`src/hw/mmu_pkg.sv`:
```
package mmu_pkg;

  // ----------------------------------------
  // address geometry, Sv32
  // ----------------------------------------
  localparam int unsigned VLEN      = 32;
  localparam int unsigned PLEN      = 34;
  // vpn splits into vpn1 (upper half) and vpn0 (lower half)
  localparam int unsigned VPNW      = 20;
  localparam int unsigned PPNW      = 22;
  localparam int unsigned ASIDW     = 9;
  localparam int unsigned PAGE_OFFW = 12;

  // data tlb sizing
  localparam int unsigned TLB_ENTRIES = 4;
  localparam int unsigned TLB_IDXW    = 2;

  // ----------------------------------------
  // pte flag vector, Sv32 bit order
  // ----------------------------------------
  localparam int unsigned PTE_FLAGW = 8;
  localparam int unsigned PTE_V     = 0;
  localparam int unsigned PTE_R     = 1;
  localparam int unsigned PTE_W     = 2;
  localparam int unsigned PTE_X     = 3;
  localparam int unsigned PTE_U     = 4;
  localparam int unsigned PTE_G     = 5;
  localparam int unsigned PTE_A     = 6;
  localparam int unsigned PTE_D     = 7;

  // privilege levels, encoding as in mstatus.mpp
  typedef enum logic [1:0] {
    PRIV_U = 2'd0,
    PRIV_S = 2'd1,
    PRIV_M = 2'd3
  } priv_lvl_e;

  // config register map
  // ctrl: bit0 translation enable, bit1 sum, bit2 mxr
  typedef enum logic [1:0] {
    CFG_CTRL = 2'd0,
    CFG_PRIV = 2'd1,
    CFG_ASID = 2'd2
  } cfg_addr_e;

  // exception causes reported on the lsu side
  typedef enum logic [3:0] {
    EXC_NONE     = 4'd0,
    EXC_LOAD_PF  = 4'd13,
    EXC_STORE_PF = 4'd15
  } exc_cause_e;

endpackage

```
`src/hw/mmu_cfg_regs.sv`:
```
`timescale 1ns/10ps

module mmu_cfg_regs
  import mmu_pkg::*;
(
  input  logic             clk_i,
  input  logic             rst_ni,
  input  logic             cfg_we_i,
  input  cfg_addr_e        cfg_addr_i,
  input  logic [VLEN-1:0]  cfg_wdata_i,
  output logic             xlate_en_o,
  output logic             sum_o,
  output logic             mxr_o,
  output priv_lvl_e        priv_o,
  output logic [ASIDW-1:0] asid_o
);

  // ctrl register fields
  logic             ctrl_en_q;
  logic             sum_q;
  logic             mxr_q;
  // current privilege and address space
  priv_lvl_e        priv_q;
  logic [ASIDW-1:0] asid_q;

  // ----------------------------------------
  // register write decode
  // ----------------------------------------
  always_ff @(posedge clk_i or negedge rst_ni) begin
    if (!rst_ni) begin
      ctrl_en_q <= 1'b0;
      sum_q     <= 1'b0;
      mxr_q     <= 1'b0;
      priv_q    <= PRIV_U;
      asid_q    <= '0;
    end else if (cfg_we_i) begin
      case (cfg_addr_i)
        CFG_CTRL: begin
          ctrl_en_q <= cfg_wdata_i[0];
          sum_q     <= cfg_wdata_i[1];
          mxr_q     <= cfg_wdata_i[2];
        end
        // only the low two bits carry the level
        CFG_PRIV: priv_q <= priv_lvl_e'(cfg_wdata_i[1:0]);
        CFG_ASID: asid_q <= cfg_wdata_i[ASIDW-1:0];
        // unmapped address, write is dropped
        default: ;
      endcase
    end
  end

  // machine mode always runs bare, whatever the enable bit says
  assign xlate_en_o = ctrl_en_q && (priv_q != PRIV_M);
  assign sum_o      = sum_q;
  assign mxr_o      = mxr_q;
  assign priv_o     = priv_q;
  assign asid_o     = asid_q;

endmodule

```
`src/hw/dtlb.sv`:
```
`timescale 1ns/10ps

module dtlb
  import mmu_pkg::*;
(
  input  logic                 clk_i,
  input  logic                 rst_ni,
  // software refill
  input  logic                 tlb_we_i,
  input  logic [TLB_IDXW-1:0]  tlb_idx_i,
  input  logic [VPNW-1:0]      tlb_vpn_i,
  input  logic [PPNW-1:0]      tlb_ppn_i,
  input  logic [ASIDW-1:0]     tlb_asid_i,
  input  logic [PTE_FLAGW-1:0] tlb_flags_i,
  input  logic                 tlb_mega_i,
  // sfence style flush
  input  logic                 tlb_flush_i,
  input  logic [VLEN-1:0]      flush_vaddr_i,
  input  logic [ASIDW-1:0]     flush_asid_i,
  // lookup port
  input  logic [VLEN-1:0]      lu_vaddr_i,
  input  logic [ASIDW-1:0]     lu_asid_i,
  output logic                 lu_hit_o,
  output logic [PPNW-1:0]      lu_ppn_o,
  output logic [PTE_FLAGW-1:0] lu_flags_o,
  output logic                 lu_mega_o
);

  // entry storage, only the valid bits are reset
  logic [TLB_ENTRIES-1:0] valid_q;
  logic [TLB_ENTRIES-1:0] mega_q;
  logic [VPNW-1:0]        vpn_q   [TLB_ENTRIES];
  logic [ASIDW-1:0]       asid_q  [TLB_ENTRIES];
  logic [PPNW-1:0]        ppn_q   [TLB_ENTRIES];
  logic [PTE_FLAGW-1:0]   flags_q [TLB_ENTRIES];

  logic [VPNW-1:0]        lu_vpn;
  logic [VPNW-1:0]        flush_vpn;
  logic                   flush_addr_zero;
  logic                   flush_asid_zero;
  logic [TLB_ENTRIES-1:0] lu_match;
  logic [TLB_ENTRIES-1:0] flush_asid_sel;
  logic [TLB_ENTRIES-1:0] flush_addr_sel;
  logic [TLB_ENTRIES-1:0] flush_hit;

  // vpn1 must match, vpn0 only for 4 KiB entries
  function automatic logic page_covers(input logic [VPNW-1:0] tag,
                                       input logic            mega,
                                       input logic [VPNW-1:0] vpn);
    return (tag[VPNW-1:VPNW/2] == vpn[VPNW-1:VPNW/2]) &&
           (mega || (tag[VPNW/2-1:0] == vpn[VPNW/2-1:0]));
  endfunction

  assign lu_vpn    = lu_vaddr_i[VLEN-1:PAGE_OFFW];
  assign flush_vpn = flush_vaddr_i[VLEN-1:PAGE_OFFW];

  // zero operands widen the flush scope
  assign flush_addr_zero = (flush_vaddr_i == '0);
  assign flush_asid_zero = (flush_asid_i == '0);

  // ----------------------------------------
  // lookup, one-hot match then or-select
  // ----------------------------------------
  always_comb begin
    lu_ppn_o   = '0;
    lu_flags_o = '0;
    lu_mega_o  = 1'b0;
    for (int i = 0; i < TLB_ENTRIES; i++) begin
      // global entries ignore the asid compare
      lu_match[i] = valid_q[i] &&
                    ((asid_q[i] == lu_asid_i) || flags_q[i][PTE_G]) &&
                    page_covers(vpn_q[i], mega_q[i], lu_vpn);
      if (lu_match[i]) begin
        lu_ppn_o   = lu_ppn_o | ppn_q[i];
        lu_flags_o = lu_flags_o | flags_q[i];
        lu_mega_o  = lu_mega_o | mega_q[i];
      end
    end
    lu_hit_o = |lu_match;
  end

  // ----------------------------------------
  // flush selection, four sfence cases
  // ----------------------------------------
  always_comb begin
    for (int i = 0; i < TLB_ENTRIES; i++) begin
      // nonzero asid spares global entries and other spaces
      flush_asid_sel[i] = flush_asid_zero ||
                          (!flags_q[i][PTE_G] && (asid_q[i] == flush_asid_i));
      flush_addr_sel[i] = flush_addr_zero || page_covers(vpn_q[i], mega_q[i], flush_vpn);
      flush_hit[i]      = flush_asid_sel[i] && flush_addr_sel[i];
    end
  end

  // valid bits: refill is written last so it beats a flush on its entry
  always_ff @(posedge clk_i or negedge rst_ni) begin
    if (!rst_ni) begin
      valid_q <= '0;
    end else begin
      if (tlb_flush_i) begin
        valid_q <= valid_q & ~flush_hit;
      end
      if (tlb_we_i) begin
        valid_q[tlb_idx_i] <= tlb_flags_i[PTE_V];
      end
    end
  end

  // entry contents
  always_ff @(posedge clk_i) begin
    if (tlb_we_i) begin
      vpn_q[tlb_idx_i]   <= tlb_vpn_i;
      asid_q[tlb_idx_i]  <= tlb_asid_i;
      ppn_q[tlb_idx_i]   <= tlb_ppn_i;
      flags_q[tlb_idx_i] <= tlb_flags_i;
      mega_q[tlb_idx_i]  <= tlb_mega_i;
    end
  end

endmodule

```
`src/hw/lsu_xlate_stage.sv`:
```
`timescale 1ns/10ps

module lsu_xlate_stage
  import mmu_pkg::*;
(
  input  logic                 clk_i,
  input  logic                 rst_ni,
  // load/store request
  input  logic                 lsu_req_i,
  input  logic                 lsu_is_store_i,
  input  logic [VLEN-1:0]      lsu_vaddr_i,
  // translation mode from the register block
  input  logic                 xlate_en_i,
  input  logic                 sum_i,
  input  logic                 mxr_i,
  input  priv_lvl_e            priv_i,
  // tlb response, same cycle as the request
  input  logic                 lu_hit_i,
  input  logic [PPNW-1:0]      lu_ppn_i,
  input  logic [PTE_FLAGW-1:0] lu_flags_i,
  input  logic                 lu_mega_i,
  // cycle 0
  output logic                 lsu_dtlb_hit_o,
  output logic                 dtlb_miss_o,
  // cycle 1
  output logic                 lsu_valid_o,
  output logic                 lsu_miss_o,
  output logic                 lsu_ex_valid_o,
  output logic [PLEN-1:0]      lsu_paddr_o,
  output exc_cause_e           lsu_ex_cause_o,
  output logic [VLEN-1:0]      lsu_ex_tval_o
);

  logic                 req_q;
  logic                 is_store_q;
  logic [VLEN-1:0]      vaddr_q;
  logic                 xlate_q;
  logic                 sum_q;
  logic                 mxr_q;
  priv_lvl_e            priv_q;
  logic                 hit_q;
  logic [PPNW-1:0]      ppn_q;
  logic [PTE_FLAGW-1:0] flags_q;
  logic                 mega_q;
  logic                 access_err;
  logic                 page_fault;

  // ----------------------------------------
  // cycle 0
  // ----------------------------------------
  // bare mode is always ready
  assign lsu_dtlb_hit_o = xlate_en_i ? lu_hit_i : 1'b1;
  assign dtlb_miss_o    = lsu_req_i && xlate_en_i && !lu_hit_i;

  // request valid is the only control bit in the stage
  always_ff @(posedge clk_i or negedge rst_ni) begin
    if (!rst_ni) begin
      req_q <= 1'b0;
    end else begin
      req_q <= lsu_req_i;
    end
  end

  // capture address, mode and tlb response with the request
  always_ff @(posedge clk_i) begin
    if (lsu_req_i) begin
      is_store_q <= lsu_is_store_i;
      vaddr_q    <= lsu_vaddr_i;
      xlate_q    <= xlate_en_i;
      sum_q      <= sum_i;
      mxr_q      <= mxr_i;
      priv_q     <= priv_i;
      hit_q      <= lu_hit_i;
      ppn_q      <= lu_ppn_i;
      flags_q    <= lu_flags_i;
      mega_q     <= lu_mega_i;
    end
  end

  // ----------------------------------------
  // cycle 1
  // ----------------------------------------
  always_comb begin
    // physical address
    if (!xlate_q) begin
      lsu_paddr_o = {{(PLEN-VLEN){1'b0}}, vaddr_q};
    end else if (mega_q) begin
      // megapage keeps vpn0 and the offset from the virtual address
      lsu_paddr_o = {ppn_q[PPNW-1:VPNW/2], vaddr_q[VPNW/2+PAGE_OFFW-1:0]};
    end else begin
      lsu_paddr_o = {ppn_q, vaddr_q[PAGE_OFFW-1:0]};
    end

    // s mode needs sum for user pages, u mode only sees user pages
    access_err = ((priv_q == PRIV_S) && flags_q[PTE_U] && !sum_q) ||
                 ((priv_q == PRIV_U) && !flags_q[PTE_U]);

    if (is_store_q) begin
      // stores need w and an already dirty page
      page_fault = !flags_q[PTE_W] || !flags_q[PTE_D] || access_err;
    end else begin
      // mxr lets execute-only pages be read
      page_fault = (!flags_q[PTE_R] && !(mxr_q && flags_q[PTE_X])) || access_err;
    end

    // faults only count on a translated hit
    lsu_ex_valid_o = req_q && xlate_q && hit_q && page_fault;
    lsu_miss_o     = req_q && xlate_q && !hit_q;

    if (!lsu_ex_valid_o) begin
      lsu_ex_cause_o = EXC_NONE;
    end else if (is_store_q) begin
      lsu_ex_cause_o = EXC_STORE_PF;
    end else begin
      lsu_ex_cause_o = EXC_LOAD_PF;
    end
  end

  assign lsu_valid_o   = req_q;
  // tval is the faulting virtual address
  assign lsu_ex_tval_o = vaddr_q;

endmodule

```
`src/hw/mmu_top.sv`:
```
`timescale 1ns/10ps

module mmu_top
  import mmu_pkg::*;
(
  input  logic                 clk_i,
  input  logic                 rst_ni,
  // register writes
  input  logic                 cfg_we_i,
  input  cfg_addr_e            cfg_addr_i,
  input  logic [VLEN-1:0]      cfg_wdata_i,
  // tlb refill
  input  logic                 tlb_we_i,
  input  logic [TLB_IDXW-1:0]  tlb_idx_i,
  input  logic [VPNW-1:0]      tlb_vpn_i,
  input  logic [PPNW-1:0]      tlb_ppn_i,
  input  logic [ASIDW-1:0]     tlb_asid_i,
  input  logic [PTE_FLAGW-1:0] tlb_flags_i,
  input  logic                 tlb_mega_i,
  // flush
  input  logic                 tlb_flush_i,
  input  logic [VLEN-1:0]      flush_vaddr_i,
  input  logic [ASIDW-1:0]     flush_asid_i,
  // load/store side
  input  logic                 lsu_req_i,
  input  logic                 lsu_is_store_i,
  input  logic [VLEN-1:0]      lsu_vaddr_i,
  output logic                 lsu_dtlb_hit_o,
  output logic                 dtlb_miss_o,
  output logic                 lsu_valid_o,
  output logic                 lsu_miss_o,
  output logic                 lsu_ex_valid_o,
  output logic [PLEN-1:0]      lsu_paddr_o,
  output exc_cause_e           lsu_ex_cause_o,
  output logic [VLEN-1:0]      lsu_ex_tval_o
);

  // register block to tlb and stage
  logic                 xlate_en;
  logic                 sum;
  logic                 mxr;
  priv_lvl_e            priv;
  logic [ASIDW-1:0]     asid;
  // tlb lookup response
  logic                 lu_hit;
  logic [PPNW-1:0]      lu_ppn;
  logic [PTE_FLAGW-1:0] lu_flags;
  logic                 lu_mega;

  mmu_cfg_regs u_cfg_regs (
    .clk_i       (clk_i),
    .rst_ni      (rst_ni),
    .cfg_we_i    (cfg_we_i),
    .cfg_addr_i  (cfg_addr_i),
    .cfg_wdata_i (cfg_wdata_i),
    .xlate_en_o  (xlate_en),
    .sum_o       (sum),
    .mxr_o       (mxr),
    .priv_o      (priv),
    .asid_o      (asid)
  );

  // lookup runs on the live request address and current asid
  dtlb u_dtlb (
    .clk_i         (clk_i),
    .rst_ni        (rst_ni),
    .tlb_we_i      (tlb_we_i),
    .tlb_idx_i     (tlb_idx_i),
    .tlb_vpn_i     (tlb_vpn_i),
    .tlb_ppn_i     (tlb_ppn_i),
    .tlb_asid_i    (tlb_asid_i),
    .tlb_flags_i   (tlb_flags_i),
    .tlb_mega_i    (tlb_mega_i),
    .tlb_flush_i   (tlb_flush_i),
    .flush_vaddr_i (flush_vaddr_i),
    .flush_asid_i  (flush_asid_i),
    .lu_vaddr_i    (lsu_vaddr_i),
    .lu_asid_i     (asid),
    .lu_hit_o      (lu_hit),
    .lu_ppn_o      (lu_ppn),
    .lu_flags_o    (lu_flags),
    .lu_mega_o     (lu_mega)
  );

  lsu_xlate_stage u_xlate (
    .clk_i          (clk_i),
    .rst_ni         (rst_ni),
    .lsu_req_i      (lsu_req_i),
    .lsu_is_store_i (lsu_is_store_i),
    .lsu_vaddr_i    (lsu_vaddr_i),
    .xlate_en_i     (xlate_en),
    .sum_i          (sum),
    .mxr_i          (mxr),
    .priv_i         (priv),
    .lu_hit_i       (lu_hit),
    .lu_ppn_i       (lu_ppn),
    .lu_flags_i     (lu_flags),
    .lu_mega_i      (lu_mega),
    .lsu_dtlb_hit_o (lsu_dtlb_hit_o),
    .dtlb_miss_o    (dtlb_miss_o),
    .lsu_valid_o    (lsu_valid_o),
    .lsu_miss_o     (lsu_miss_o),
    .lsu_ex_valid_o (lsu_ex_valid_o),
    .lsu_paddr_o    (lsu_paddr_o),
    .lsu_ex_cause_o (lsu_ex_cause_o),
    .lsu_ex_tval_o  (lsu_ex_tval_o)
  );

endmodule

```
`config.mk`:
```
export PLATFORM = sky130hd
export DESIGN_NAME = mmu_top
export DESIGN_NICKNAME = d
export VERILOG_FILES = /design/src/hw/mmu_pkg.sv /design/src/hw/mmu_cfg_regs.sv /design/src/hw/dtlb.sv /design/src/hw/lsu_xlate_stage.sv /design/src/hw/mmu_top.sv
export SDC_FILE = /design/constraint.sdc
export NUM_CORES = 1
export LEC_CHECK = 0
export ABC_CLOCK_PERIOD_IN_PS = 4200
export BUFFER_PORTS_ARGS = -buffer_cell sky130_fd_sc_hd__buf_4
export CAP_MARGIN = 15
export CORE_MARGIN = 2
export CORE_UTILIZATION = 44
export CTS_BUF_LIST = sky130_fd_sc_hd__clkbuf_2
export CTS_CLUSTER_DIAMETER = 30
export CTS_CLUSTER_SIZE = 28
export DETAILED_ROUTE_END_ITERATION = 8
export GPL_ROUTABILITY_DRIVEN = 0
export PLACE_DENSITY = 0.65
export REMOVE_ABC_BUFFERS = 1
export SLEW_MARGIN = 25
export SYNTH_ARGS = -nofsm -noshare
export SYNTH_HDL_FRONTEND = slang
export SYNTH_HIERARCHICAL = 1
export SYNTH_SLANG_ARGS = --single-unit
```
`constraint.sdc`:
```
create_clock -name clk_i -period 4.2 [get_ports clk_i]
set_clock_uncertainty 0.15 [all_clocks]
set_input_delay 0.63 -clock clk_i [delete_from_list [all_inputs] [get_ports clk_i]]
set_output_delay 0.63 -clock clk_i [all_outputs]
set_load 0.005 [all_outputs]
```
==> out/metrics.yaml, run 1 <==
floorplanning:
  dieArea_um2: 33800
  chipHeight_um: 184
  coreArea_um2: 31700
  io_pins: 251
  die_w_um: 184
  start_util_pct: 44.9
  num_rows: 65
logic_synthesis:
  synth_area_um2: 14200
  postSynthAreaPerCell_um2: 14.9
  synthCells: 956
  yosysWarnings: 6
clocking:
  clock-sinks: 318
  cts_buffer_depth: 3
  path_clk_slew_ns: 0.12
  htree_num_levels: 2
  clk-insertion-delay-late_ns: 0.99
  ctsResizeCount: 0
  cts_tree: "built"
  cts_buffers: 61
  cts-root-buf: "clkbuf_2"
sta:
  setup_viol_count_final: 0
  fin_crit_ns: 3.82
  max_freq_mhz: 262
  maxSlewViolCount: 0
  fin_crit_sh_pct: 90.9
  rsz0062_at_grt: "false"
  relSlewSlack_pct: 33.6
  worstMarginPinSlew_ns: 0.995
  hold_viol_final: 0
place:
  io_buffer_count: 226
  hpwlAfterDp_um: 25600
grt:
  grt_max_degree: 61
  overflow: 0
  antenna_found_initial: 2
  grt_util_all_layers_pct: 23.4
  grt_pass1_wl_um: 58700
  grt_pass1_vias: 9808
setup_path:
  worstSetupStartpoint: "u_cfg_regs/asid_o[2]$_DFFE_PN0P_"
  worstRegToRegCells: 6
  r2r_end: "u_dtlb/valid_q[0]$_DFF_PN0_"
  worstPathMaxFanout: 5
  r2r-start: "u_dtlb/vpn_q[0][3]$_DFFE_PP_"
  ff2ff_setup_slack_ns: 1.60
  critical_path.endpoint: "dtlb_miss_o"
  worstSetupPathType: "flip-flop to primary output"
  cp.required_ns: 3.42
  cp-end-kind: "primary output"
  crit_arrival_ns: 3.04
  critPathLaunchType: "flip-flop"
route:
  routed_via_density: 5.51
  finalWirelength_um: 39900
  ant_nets: 0
  drt-pass1-iter-count: 6
  routedWlPerCell_um: 22.8
  drt-initial-drc-count: 774
  remaining_drc_errors: 0
  via_count: 9655
power:
  p_comb_share_pct: 13.0
  intPower_mw: 5.08
  power_frac_seq_pct: 54.7
  clockPowerShare_pct: 32.3
  p_leak_nw: 6.70
  swShare_pct: 27.5
  p_total_mw: 7.00
  power_density_nw_per_um2: 383
  power_switching_mw: 1.92
  max-vdd-ir-drop_mv: 0.243
final_layout:
  post_route_cells_drive_above_1_share_pct: 29.9
  fin_util_pct: 57.6
  nNetsFinal: 1473
  areaGrowthSynthToFinish_pct: 28.1
  nFillCells: 2581
flow_run:
  max-cap-violations: 0
status:
  status: "completed"
min_path:
  holdCritStartpoint: "cfg_addr_i[1]"
  holdCritPathClass: "primary input to flip-flop"
==> cells in the final DEF, fill, tap and decap left out, types with 2 or more instances in the layout <==
cell and instances:
a41oi_1 7, nor3_1 7, inv_6 6, o41ai_1 4
o21ai_0 5, diode_2 2, clkinv_2 6, and2_1 2
nand2_1 30, nor4_1 37, nor3_2 2, dfrtp_1 19
buf_12 3, dlygate4sd3_1 125, clkinvlp_4 10, clkinv_4 10
nor3b_2 2, mux2i_1 3, bufinv_16 6, o2111ai_2 8
inv_2 2, inv_1 2, buf_4 241, xor2_1 128
mux2_2 15, o2111ai_1 19, nor3_4 2, nand3b_1 2
clkbuf_2 66, clkinv_1 9, mux2_4 19, nor2_1 5
xnor2_1 104, edfxtp_1 299, nand3_1 16, a21oi_1 3
nand4_1 106, a41o_1 8
==> power groups by stage <==
stage / registers (mW) / logic, mW / clock network (mW)
3_5_place_dp: 3.89 / 0.788 / 0
3_3_place_gp: 3.89 / 0.786 / 0
4_1_cts: 3.82 / 0.910 / 2.32
2_1_floorplan: 3.85 / 0.358 / 0
6_report: 3.82 / 0.911 / 2.26
5_1_grt: 3.85 / 0.976 / 2.46
==> through the flow <==
step | std cells | setup TNS [ns] | hold slack, ns | area [µm²] | setup WS (ns)
floorplan | 865 | -92.73 | 0.184 | 13800 | -1.73
global placement | 1510 | 0 | 0.297 | 16200 | 1.08
detailed placement | 1510 | 0 | 0.304 | 16200 | 1.07
CTS | 1750 | 0 | 0.000266 | 18200 | 0.310
global route | 1752 | 0 | 0.0352 | 18300 | 0.126
finish | 1752 | 0 | 0.109 | 18300 | 0.383
==> critical path: stages, from the launching register on <==
cell and delay, ns:
dfrtp_1 0.50, xor2_1 0.20, nor4_1 0.39, a41o_1 0.29, nand3_1 0.09, nand4_1 0.17
nand2b_1 0.25, nor2_1 0.07, buf_4 0.13
==> flip-flops by register name (all words and copies together), names as in the netlist, 2 cells and up <==
signal                 cells
u_xlate/flags_q            5
u_dtlb/valid_q             4
u_dtlb/flags_q            24
u_cfg_regs/priv_o          2
u_dtlb/asid_q             36
u_dtlb/ppn_q              88
u_xlate/lsu_ex_tval_o     32
u_dtlb/vpn_q              80
u_xlate/ppn_q             22
u_xlate/priv_q             2
u_dtlb/mega_q              4
u_cfg_regs/asid_o          9
==> how the worst min path moves through the flow <==
| stage | cells past startpoint | slack (ns) | end |
|---|---|---|---|
| floorplan | 0 | 0.18 | u_cfg_regs/asid_o[0]$_DFFE_PN0P_ |
| global placement | 0 | 0.30 | u_xlate/priv_q[0]$_DFFE_PP_ |
| detailed placement | 0 | 0.30 | u_xlate/sum_q$_DFFE_PP_ |
| CTS | 3 | 0.0003 | u_cfg_regs/asid_o[5]$_DFFE_PN0P_ |
| global route | 3 | 0.04 | u_cfg_regs/asid_o[5]$_DFFE_PN0P_ |
| finish | 3 | 0.11 | u_cfg_regs/asid_o[5]$_DFFE_PN0P_ |
==> layer usage <==
metal,up-vias,track usage (%),share of wire [%]
li1,4361,-,-
met3,65,3.70,6.6
met4,0,7.58,2.1
met5,-,0,0
met2,443,38.1,48
met1,4786,32.3,43
==> repair_timing <==
action,4_1_cts,5_1_grt
endpoints found under the hold margin,348,0
setup buffers,0,0
hold buffers,126,0
==> final cells by class <==
cell class,instances,area [µm²],share of cell area [%]
Tap cell,402,503,2.76
Antenna cell,2,5.00,0.0274
Inverter,4,16.3,0.0891
Multi-Input combinational cell,543,4360,23.9
Sequential cell,318,9450,51.8
Clock inverter,48,469,2.57
Clock buffer,66,330,1.81
Timing Repair Buffer,369,3120,17.1
Power figures use the tool's default switching activity.
==> inputs of run 2 (changes only) <==
--- a/config.mk
+++ b/config.mk
@@ -5,6 +5,7 @@
 export SDC_FILE = /design/constraint.sdc
 export NUM_CORES = 1
 export LEC_CHECK = 0
+export ABC_AREA = 1
 export ABC_CLOCK_PERIOD_IN_PS = 4200
 export BUFFER_PORTS_ARGS = -buffer_cell sky130_fd_sc_hd__buf_4
 export CAP_MARGIN = 15
@@ -15,8 +16,6 @@
 export CTS_CLUSTER_SIZE = 28
 export DETAILED_ROUTE_END_ITERATION = 8
 export GPL_ROUTABILITY_DRIVEN = 0
-export PLACE_DENSITY = 0.65
-export REMOVE_ABC_BUFFERS = 1
 export SLEW_MARGIN = 25
 export SYNTH_ARGS = -nofsm -noshare
 export SYNTH_HDL_FRONTEND = slang
==> out/metrics.yaml, run 2 <==
setup_path:
  r2r-start: "u_cfg_regs/asid_o[4]$_DFFE_PN0P_"  # was u_dtlb/vpn_q[0][3]$_DFFE_PP_
  path_buf_inv: 3  # was 1
  ff2ff_setup_slack_ns: 1.84  # was 1.60 ns
  worstPathMaxFanout: 6  # was 5
  cp_slowest_cell: "dfrtp_1"  # unchanged
  crit_arrival_ns: 2.85  # was 3.04 ns
  worstSetupPathType: "flip-flop to primary output"  # unchanged
  r2r_end: "u_xlate/ppn_q[5]$_DFFE_PP_"  # was u_dtlb/valid_q[0]$_DFF_PN0_
  cpMostUsedCell: "nand2_1"
  crit_path_cell_trace: "xnor2_1 > nand2_1 > nor2_1 > nand3_1 > nand2_1 > and2_1 > nand2_1 > nand2_1 > inv_1 > nand2_1 > inv_1 > nand2_1 > buf_4"  # was xor2_1 > nor4_1 > a41o_1 > nand3_1 > nand4_1 > nand2b_1 > nor2_1 > buf_4
  cp-end-kind: "primary output"  # unchanged
  cp.required_ns: 3.42  # about the same
  worstRegToRegCells: 10  # was 6
  critPathLaunchType: "flip-flop"  # unchanged
  path_delay_family: "simple AND/OR/NAND/NOR gates"  # unchanged
  max_stage_delay_ns: 0.52  # was 0.50 ns
grt:
  grt.busiest_layer: "met2"  # unchanged
  use_met2_pct: 41.4  # was 38.1%
  use_met1_pct: 31.2  # was 32.3%
  grt_util_all_layers_pct: 24.5  # was 23.4%
  overflow: 0  # unchanged
  antenna_found_initial: 4  # was 2
  grt_max_degree: 61  # unchanged
  grt_pass1_wl_um: 67400  # was 58700 µm
  grt_pass1_vias: 12300  # was 9808
  met3_usage_pct: 4.71  # was 3.70%
final_layout:
  reg.largest.list: "u_dtlb/ppn_q: 88 flops, u_dtlb/vpn_q: 80 flops, u_dtlb/asid_q: 36 flops"  # unchanged
  fin_util_pct: 56.6  # was 57.6%
  final_area_um2: 19600  # was 18300 µm²
  final_common_cell: "nand2_1"  # was edfxtp_1
  final_cell_mix: "nand2_1, edfxtp_1, buf_4"  # was edfxtp_1, buf_4, xor2_1
  largest_register_ffs: 88  # unchanged
  post_route_cells_drive_above_1_share_pct: 21.3  # was 29.9%
  regMostFlops: "u_dtlb/ppn_q"  # unchanged
  areaGrowthSynthToFinish_pct: 26.5  # was 28.1%
  nNetsFinal: 2107  # was 1473
route:
  ant_nets: 0  # unchanged
  remaining_drc_errors: 0  # unchanged
  routed_via_density: 5.08  # was 5.51
  drt-pass1-iter-count: 5  # was 6
  drt-initial-drc-count: 978  # was 774
  routedWlPerCell_um: 18.6  # was 22.8 µm
  finalWirelength_um: 45300  # was 39900 µm
  via_count: 12400  # was 9655
sta:
  fin_crit_ns: 3.63  # was 3.82 ns
  fin_crit_sh_pct: 86.4  # was 90.9%
  tns_ns: 0  # unchanged
  worstMarginPinSlew_ns: 1.03  # was 0.995 ns
  relSlewSlack_pct: 31.0  # was 33.6%
  hold_viol_final: 0  # unchanged
  max_freq_mhz: 276  # was 262 MHz
  rsz0062_at_grt: "false"  # unchanged
  maxSlewViolCount: 0  # unchanged
  worst_hold_slack_ns: 0.0896  # was 0.109 ns
  setup_viol_count_final: 0  # unchanged
logic_synthesis:
  yosysWarnings: 6  # unchanged
  synthCells: 1560  # was 956
  syn-num-nets: 1736
  synth_area_um2: 15500  # was 14200 µm²
  postSynthAreaPerCell_um2: 9.94  # was 14.9 µm²
clocking:
  ctsResizeCount: 0  # unchanged
  cts-root-buf: "clkbuf_2"  # unchanged
  path_clk_slew_ns: 0.16  # was 0.12 ns
  clock-sinks: 318  # unchanged
  cts_tree: "built"  # unchanged
  cts_buffers: 66  # was 61
  clk-insertion-delay-late_ns: 0.87  # was 0.99 ns
  htree_num_levels: 3  # was 2
  cts_buffer_depth: 3  # unchanged
  cts_setup_buffers: 0  # unchanged
floorplanning:
  chipHeight_um: 192  # was 184 µm
  start_util_pct: 44.8  # was 44.9%
  io_pins: 251  # unchanged
  die_w_um: 192  # was 184 µm
  coreArea_um2: 34600  # was 31700 µm²
  num_rows: 68  # was 65
  dieArea_um2: 36700  # was 33800 µm²
power:
  p_comb_share_pct: 13.3  # was 13.0%
  intPower_mw: 5.21  # was 5.08 mW
  power_density_nw_per_um2: 363  # was 383 nW/µm²
  p_total_mw: 7.12  # was 7.00 mW
  p_leak_nw: 8.44  # was 6.70 nW
  max-vdd-ir-drop_mv: 0.215  # was 0.243 mV
  clockPowerShare_pct: 33.4  # was 32.3%
  power_frac_seq_pct: 53.4  # was 54.7%
  swShare_pct: 26.8  # was 27.5%
  power_switching_mw: 1.91  # was 1.92 mW
min_path:
  min_to: "u_dtlb/valid_q[3]$_DFF_PN0_"  # was u_cfg_regs/asid_o[5]$_DFFE_PN0P_
  holdCritPathClass: "primary input to flip-flop"  # unchanged
  holdCritStartpoint: "tlb_idx_i[1]"  # was cfg_addr_i[1]
  holdPathStages: 6  # was 3
status:
  status: "completed"  # unchanged
place:
  hpwlAfterDp_um: 29900  # was 25600 µm
  postPlaceCellArea_um2: 17500  # was 16200 µm²
  io_buffer_count: 226  # unchanged
flow_run:
  max-cap-violations: 0  # unchanged
-- run 2: worst max path at each step --
| stage | from | to | slack [ns] | depth (start not counted) |
|---|---|---|---|---|
| after global routing | u_cfg_regs/asid_o[8]$_DFFE_PN0P_ | lsu_dtlb_hit_o | 0.29 | 13 |
| after detailed placement | lsu_vaddr_i[23] | lsu_dtlb_hit_o | 1.24 | 12 |
| after CTS | u_cfg_regs/asid_o[8]$_DFFE_PN0P_ | lsu_dtlb_hit_o | 0.45 | 13 |
| after floorplan | tlb_we_i | u_dtlb/asid_q[2][0]$_DFFE_PP_ | 0.57 | 2 |
| after global placement | lsu_vaddr_i[23] | lsu_dtlb_hit_o | 1.25 | 12 |
| final | u_cfg_regs/asid_o[8]$_DFFE_PN0P_ | lsu_dtlb_hit_o | 0.57 | 13 |
-- run 2: per-stage QoR --
| stage | instances | worst slack, ns |
|---|---|---|
| after detailed placement | 2189 | 1.24 |
| after global placement | 2189 | 1.25 |
| after CTS | 2435 | 0.449 |
| after global routing | 2437 | 0.290 |
| final | 2438 | 0.572 |
| after floorplan | 1560 | 0.566 |
-- run 2: power by group through the flow --
stage,Combinational (mW),Sequential (mW),Clock (mW)
after floorplan,0.445,3.82,0
after global placement,0.821,3.86,0
after detailed placement,0.832,3.87,0
after CTS,0.942,3.80,2.46
after global routing,1.04,3.82,2.60
final,0.946,3.80,2.38
-- run 2: worst register-to-register path: cells and delay by family (launching register included) --
| kind | cells | cell delay (ns) |
|---|---|---|
| and+or+nand+nor | 7 | 0.92 |
| xor gates and xnor gates | 1 | 0.19 |
| DFF | 1 | 0.51 |
| buffers and inverters | 2 | 0.43 |
-- run 2: cell type report --
class | instances | area [µm²]
Inverter | 214 | 803
Clock buffer | 76 | 380
Tap cell | 455 | 569
Clock inverter | 41 | 453
Sequential cell | 318 | 9450
Fill cell | 3026 | 15000
Antenna cell | 3 | 7.51
Multi-Input combinational cell | 955 | 4790
Timing Repair Buffer | 376 | 3150
-- run 2: routing by layer --
layer,vias up,routed length [µm]
li1,5976,-
met1,5786,18900
met2,519,21600
met3,96,3490
met4,2,1290
met5,-,13
-- run 2: timing repair --
action,in CTS,in global routing
hold buffers,129,0
setup endpoints to repair,0,0
hold endpoints to repair,302,0
==> inputs of run 3 (changes only) <==
--- a/config.mk
+++ b/config.mk
@@ -5,7 +5,7 @@
 export SDC_FILE = /design/constraint.sdc
 export NUM_CORES = 1
 export LEC_CHECK = 0
-export ABC_AREA = 1
+export ABC_AREA = 0
 export ABC_CLOCK_PERIOD_IN_PS = 4200
 export BUFFER_PORTS_ARGS = -buffer_cell sky130_fd_sc_hd__buf_4
 export CAP_MARGIN = 15
@@ -16,6 +16,7 @@
 export CTS_CLUSTER_SIZE = 28
 export DETAILED_ROUTE_END_ITERATION = 8
 export GPL_ROUTABILITY_DRIVEN = 0
+export PLACE_DENSITY = 0.65
 export SLEW_MARGIN = 25
 export SYNTH_ARGS = -nofsm -noshare
 export SYNTH_HDL_FRONTEND = slang
==> out/metrics.yaml, run 3 (synthesis results as in run 1) <==
status:
  status: "completed"  # unchanged
setup_path:
  worstSetupPathType: "flip-flop to primary output"  # unchanged
  ff2ff_setup_slack_ns: 1.66  # was 1.84 ns
  cp_slowest_cell: "nor4_1"  # was dfrtp_1
  worstRegToRegCells: 6  # was 10
  max_stage_delay_ns: 0.63  # was 0.52 ns
  critPathLaunchType: "flip-flop"  # unchanged
  crit_path_cell_trace: "xor2_1 > nor4_1 > a41o_1 > nand3_1 > nand4_1 > nand2b_1 > nor2_1 > buf_4"  # was xnor2_1 > nand2_1 > nor2_1 > nand3_1 > nand2_1 > and2_1 > nand2_1 > nand2_1 > inv_1 > nand2_1 > inv_1 > nand2_1 > buf_4
  crit_arrival_ns: 3.12  # was 2.85 ns
  r2r-start: "u_dtlb/vpn_q[0][7]$_DFFE_PP_"  # was u_cfg_regs/asid_o[4]$_DFFE_PN0P_
  cp.required_ns: 3.42  # about the same
  r2r_end: "u_xlate/ppn_q[8]$_DFFE_PP_"  # was u_xlate/ppn_q[5]$_DFFE_PP_
  cp-end-kind: "primary output"  # unchanged
  worstPathMaxFanout: 2  # was 6
final_layout:
  regMostFlops: "u_dtlb/ppn_q"  # unchanged
  areaGrowthSynthToFinish_pct: 28.1  # was 26.5%
  fin_util_pct: 57.6  # was 56.6%
  largest_register_ffs: 88  # unchanged
  reg.largest.list: "u_dtlb/ppn_q: 88 flops, u_dtlb/vpn_q: 80 flops, u_dtlb/asid_q: 36 flops"  # unchanged
  final_cell_mix: "edfxtp_1, buf_4, xor2_1"  # was nand2_1, edfxtp_1, buf_4
  nNetsFinal: 1464  # was 2107
  final_common_cell: "edfxtp_1"  # was nand2_1
  post_route_cells_drive_above_1_share_pct: 29.9  # was 21.3%
  layout.cells.non_filler: 1742  # was 2438
grt:
  grt_pass1_wl_um: 59600  # was 67400 µm
  grt_util_all_layers_pct: 23.7  # was 24.5%
  grt_pass1_vias: 9787  # was 12300
  overflow: 0  # unchanged
  antenna_found_initial: 2  # was 4
  grt_max_degree: 61  # unchanged
floorplanning:
  die_w_um: 184  # was 192 µm
  num_rows: 65  # was 68
  dieArea_um2: 33800  # was 36700 µm²
  chipHeight_um: 184  # was 192 µm
  io_pins: 251  # unchanged
  start_util_pct: 44.9  # was 44.8%
  coreArea_um2: 31700  # was 34600 µm²
route:
  routedWlPerCell_um: 22.9  # was 18.6 µm
  ant_nets: 0  # unchanged
  drt-pass1-iter-count: 5  # unchanged
  remaining_drc_errors: 0  # unchanged
  routed_via_density: 5.48  # was 5.08
  finalWirelength_um: 40000  # was 45300 µm
  drt-initial-drc-count: 755  # was 978
  via_count: 9553  # was 12400
sta:
  worstMarginPinSlew_ns: 0.984  # was 1.03 ns
  hold_viol_final: 0  # unchanged
  tns_ns: 0  # unchanged
  rsz0062_at_grt: "false"  # unchanged
  max_freq_mhz: 257  # was 276 MHz
  maxSlewViolCount: 0  # unchanged
  relSlewSlack_pct: 34.4  # was 31.0%
  setup_viol_count_final: 0  # unchanged
  fin_crit_sh_pct: 92.8  # was 86.4%
  worst_hold_slack_ns: 0.113  # was 0.0896 ns
  fin_crit_ns: 3.90  # was 3.63 ns
clocking:
  cts_hold_buffers: 120  # was 129
  cts_buffer_depth: 3  # unchanged
  ctsResizeCount: 0  # unchanged
  clk-insertion-delay-late_ns: 0.97  # was 0.87 ns
  path_clk_slew_ns: 0.18  # was 0.16 ns
  cts-root-buf: "clkbuf_2"  # unchanged
  htree_num_levels: 2  # was 3
  cts_buffers: 59  # was 66
  clock-sinks: 318  # unchanged
  cts_tree: "built"  # unchanged
  cts_setup_buffers: 0  # unchanged
logic_synthesis:
  syn-num-nets: 1132  # was 1736
place:
  dp_cells: 1509  # was 2189
  hpwlAfterDp_um: 26000  # was 29900 µm
  io_buffer_count: 226  # unchanged
power:
  p_leak_nw: 6.71  # was 8.44 nW
  max-vdd-ir-drop_mv: 0.296  # was 0.215 mV
  p_total_mw: 7.17  # was 7.12 mW
  power_density_nw_per_um2: 393  # was 363 nW/µm²
min_path:
  holdCritPathClass: "primary input to asynchronous set/reset pin"  # was primary input to flip-flop
flow_run:
  max-cap-violations: 0  # unchanged
## run 3: cell count changes in the layout (fill, tap and decap cells not counted), moves of 24 or more
cell | previous run | this run
nand2_1 | 443 | 30
inv_1 | 173 | 2
nor2_1 | 111 | 5
xor2_1 | 37 | 128
xnor2_1 | 58 | 104
o21ai_0 | 44 | 5
inv_2 | 40 | 3
nor4_1 | 5 | 37
nand4_1 | 135 | 106
nand3_1 | 40 | 16
## run 3: per-layer routing
metal  GRT usage (%)  wire [µm]  up-vias
met5               0          0        -
met4            6.72        792        0
met3            5.59       3290       67
met2            38.7      19000      443
met1            31.7      16900     4712
li1                -          -     4331
## run 3: through the flow
| stage | instance area, µm² | setup slack [ns] |
|---|---|---|
| CTS | 18300 | 0.290 |
| finish | 18300 | 0.302 |
| global placement | 16200 | 1.00 |
| global route | 18300 | 0.171 |
| detailed placement | 16200 | 1.01 |
| floorplan | 14300 | 0.348 |
## run 3: power by group
part	total, mW	switching (mW)	leakage, nW	internal [mW]
clock network	2.44	1.35	0.510	1.08
logic	0.899	0.421	3.17	0.478
registers	3.83	0.163	3.03	3.67
## run 3: cell type report
type	count	area [µm²]
antenna	1	2.50
clock buffer	63	315
clock inverter	49	542
fill	2520	13500
inverter	4	15.0
multi-input combinational	543	4360
sequential	318	9450
tap	402	503
timing repair buffer	362	3060
## run 3: worst max path at each step
stage / endpoint / startpoint
detailed placement: dtlb_miss_o / lsu_vaddr_i[19]
finish: dtlb_miss_o / u_dtlb/vpn_q[0][7]$_DFFE_PP_
CTS: dtlb_miss_o / u_cfg_regs/asid_o[2]$_DFFE_PN0P_
floorplan: u_dtlb/valid_q[2]$_DFF_PN0_ / tlb_idx_i[1]
global route: dtlb_miss_o / u_cfg_regs/asid_o[2]$_DFFE_PN0P_
global placement: dtlb_miss_o / lsu_vaddr_i[19]
## run 3: critical path: cells and delay by family, from the launching register on
family	cells	cell delay (ns)
XOR/XNOR	1	0.16
buffers and inverters	1	0.13
flip-flops	1	0.46
AND/OR/NAND/NOR	5	1.11
AO/OA/AOI/OAI	1	0.30
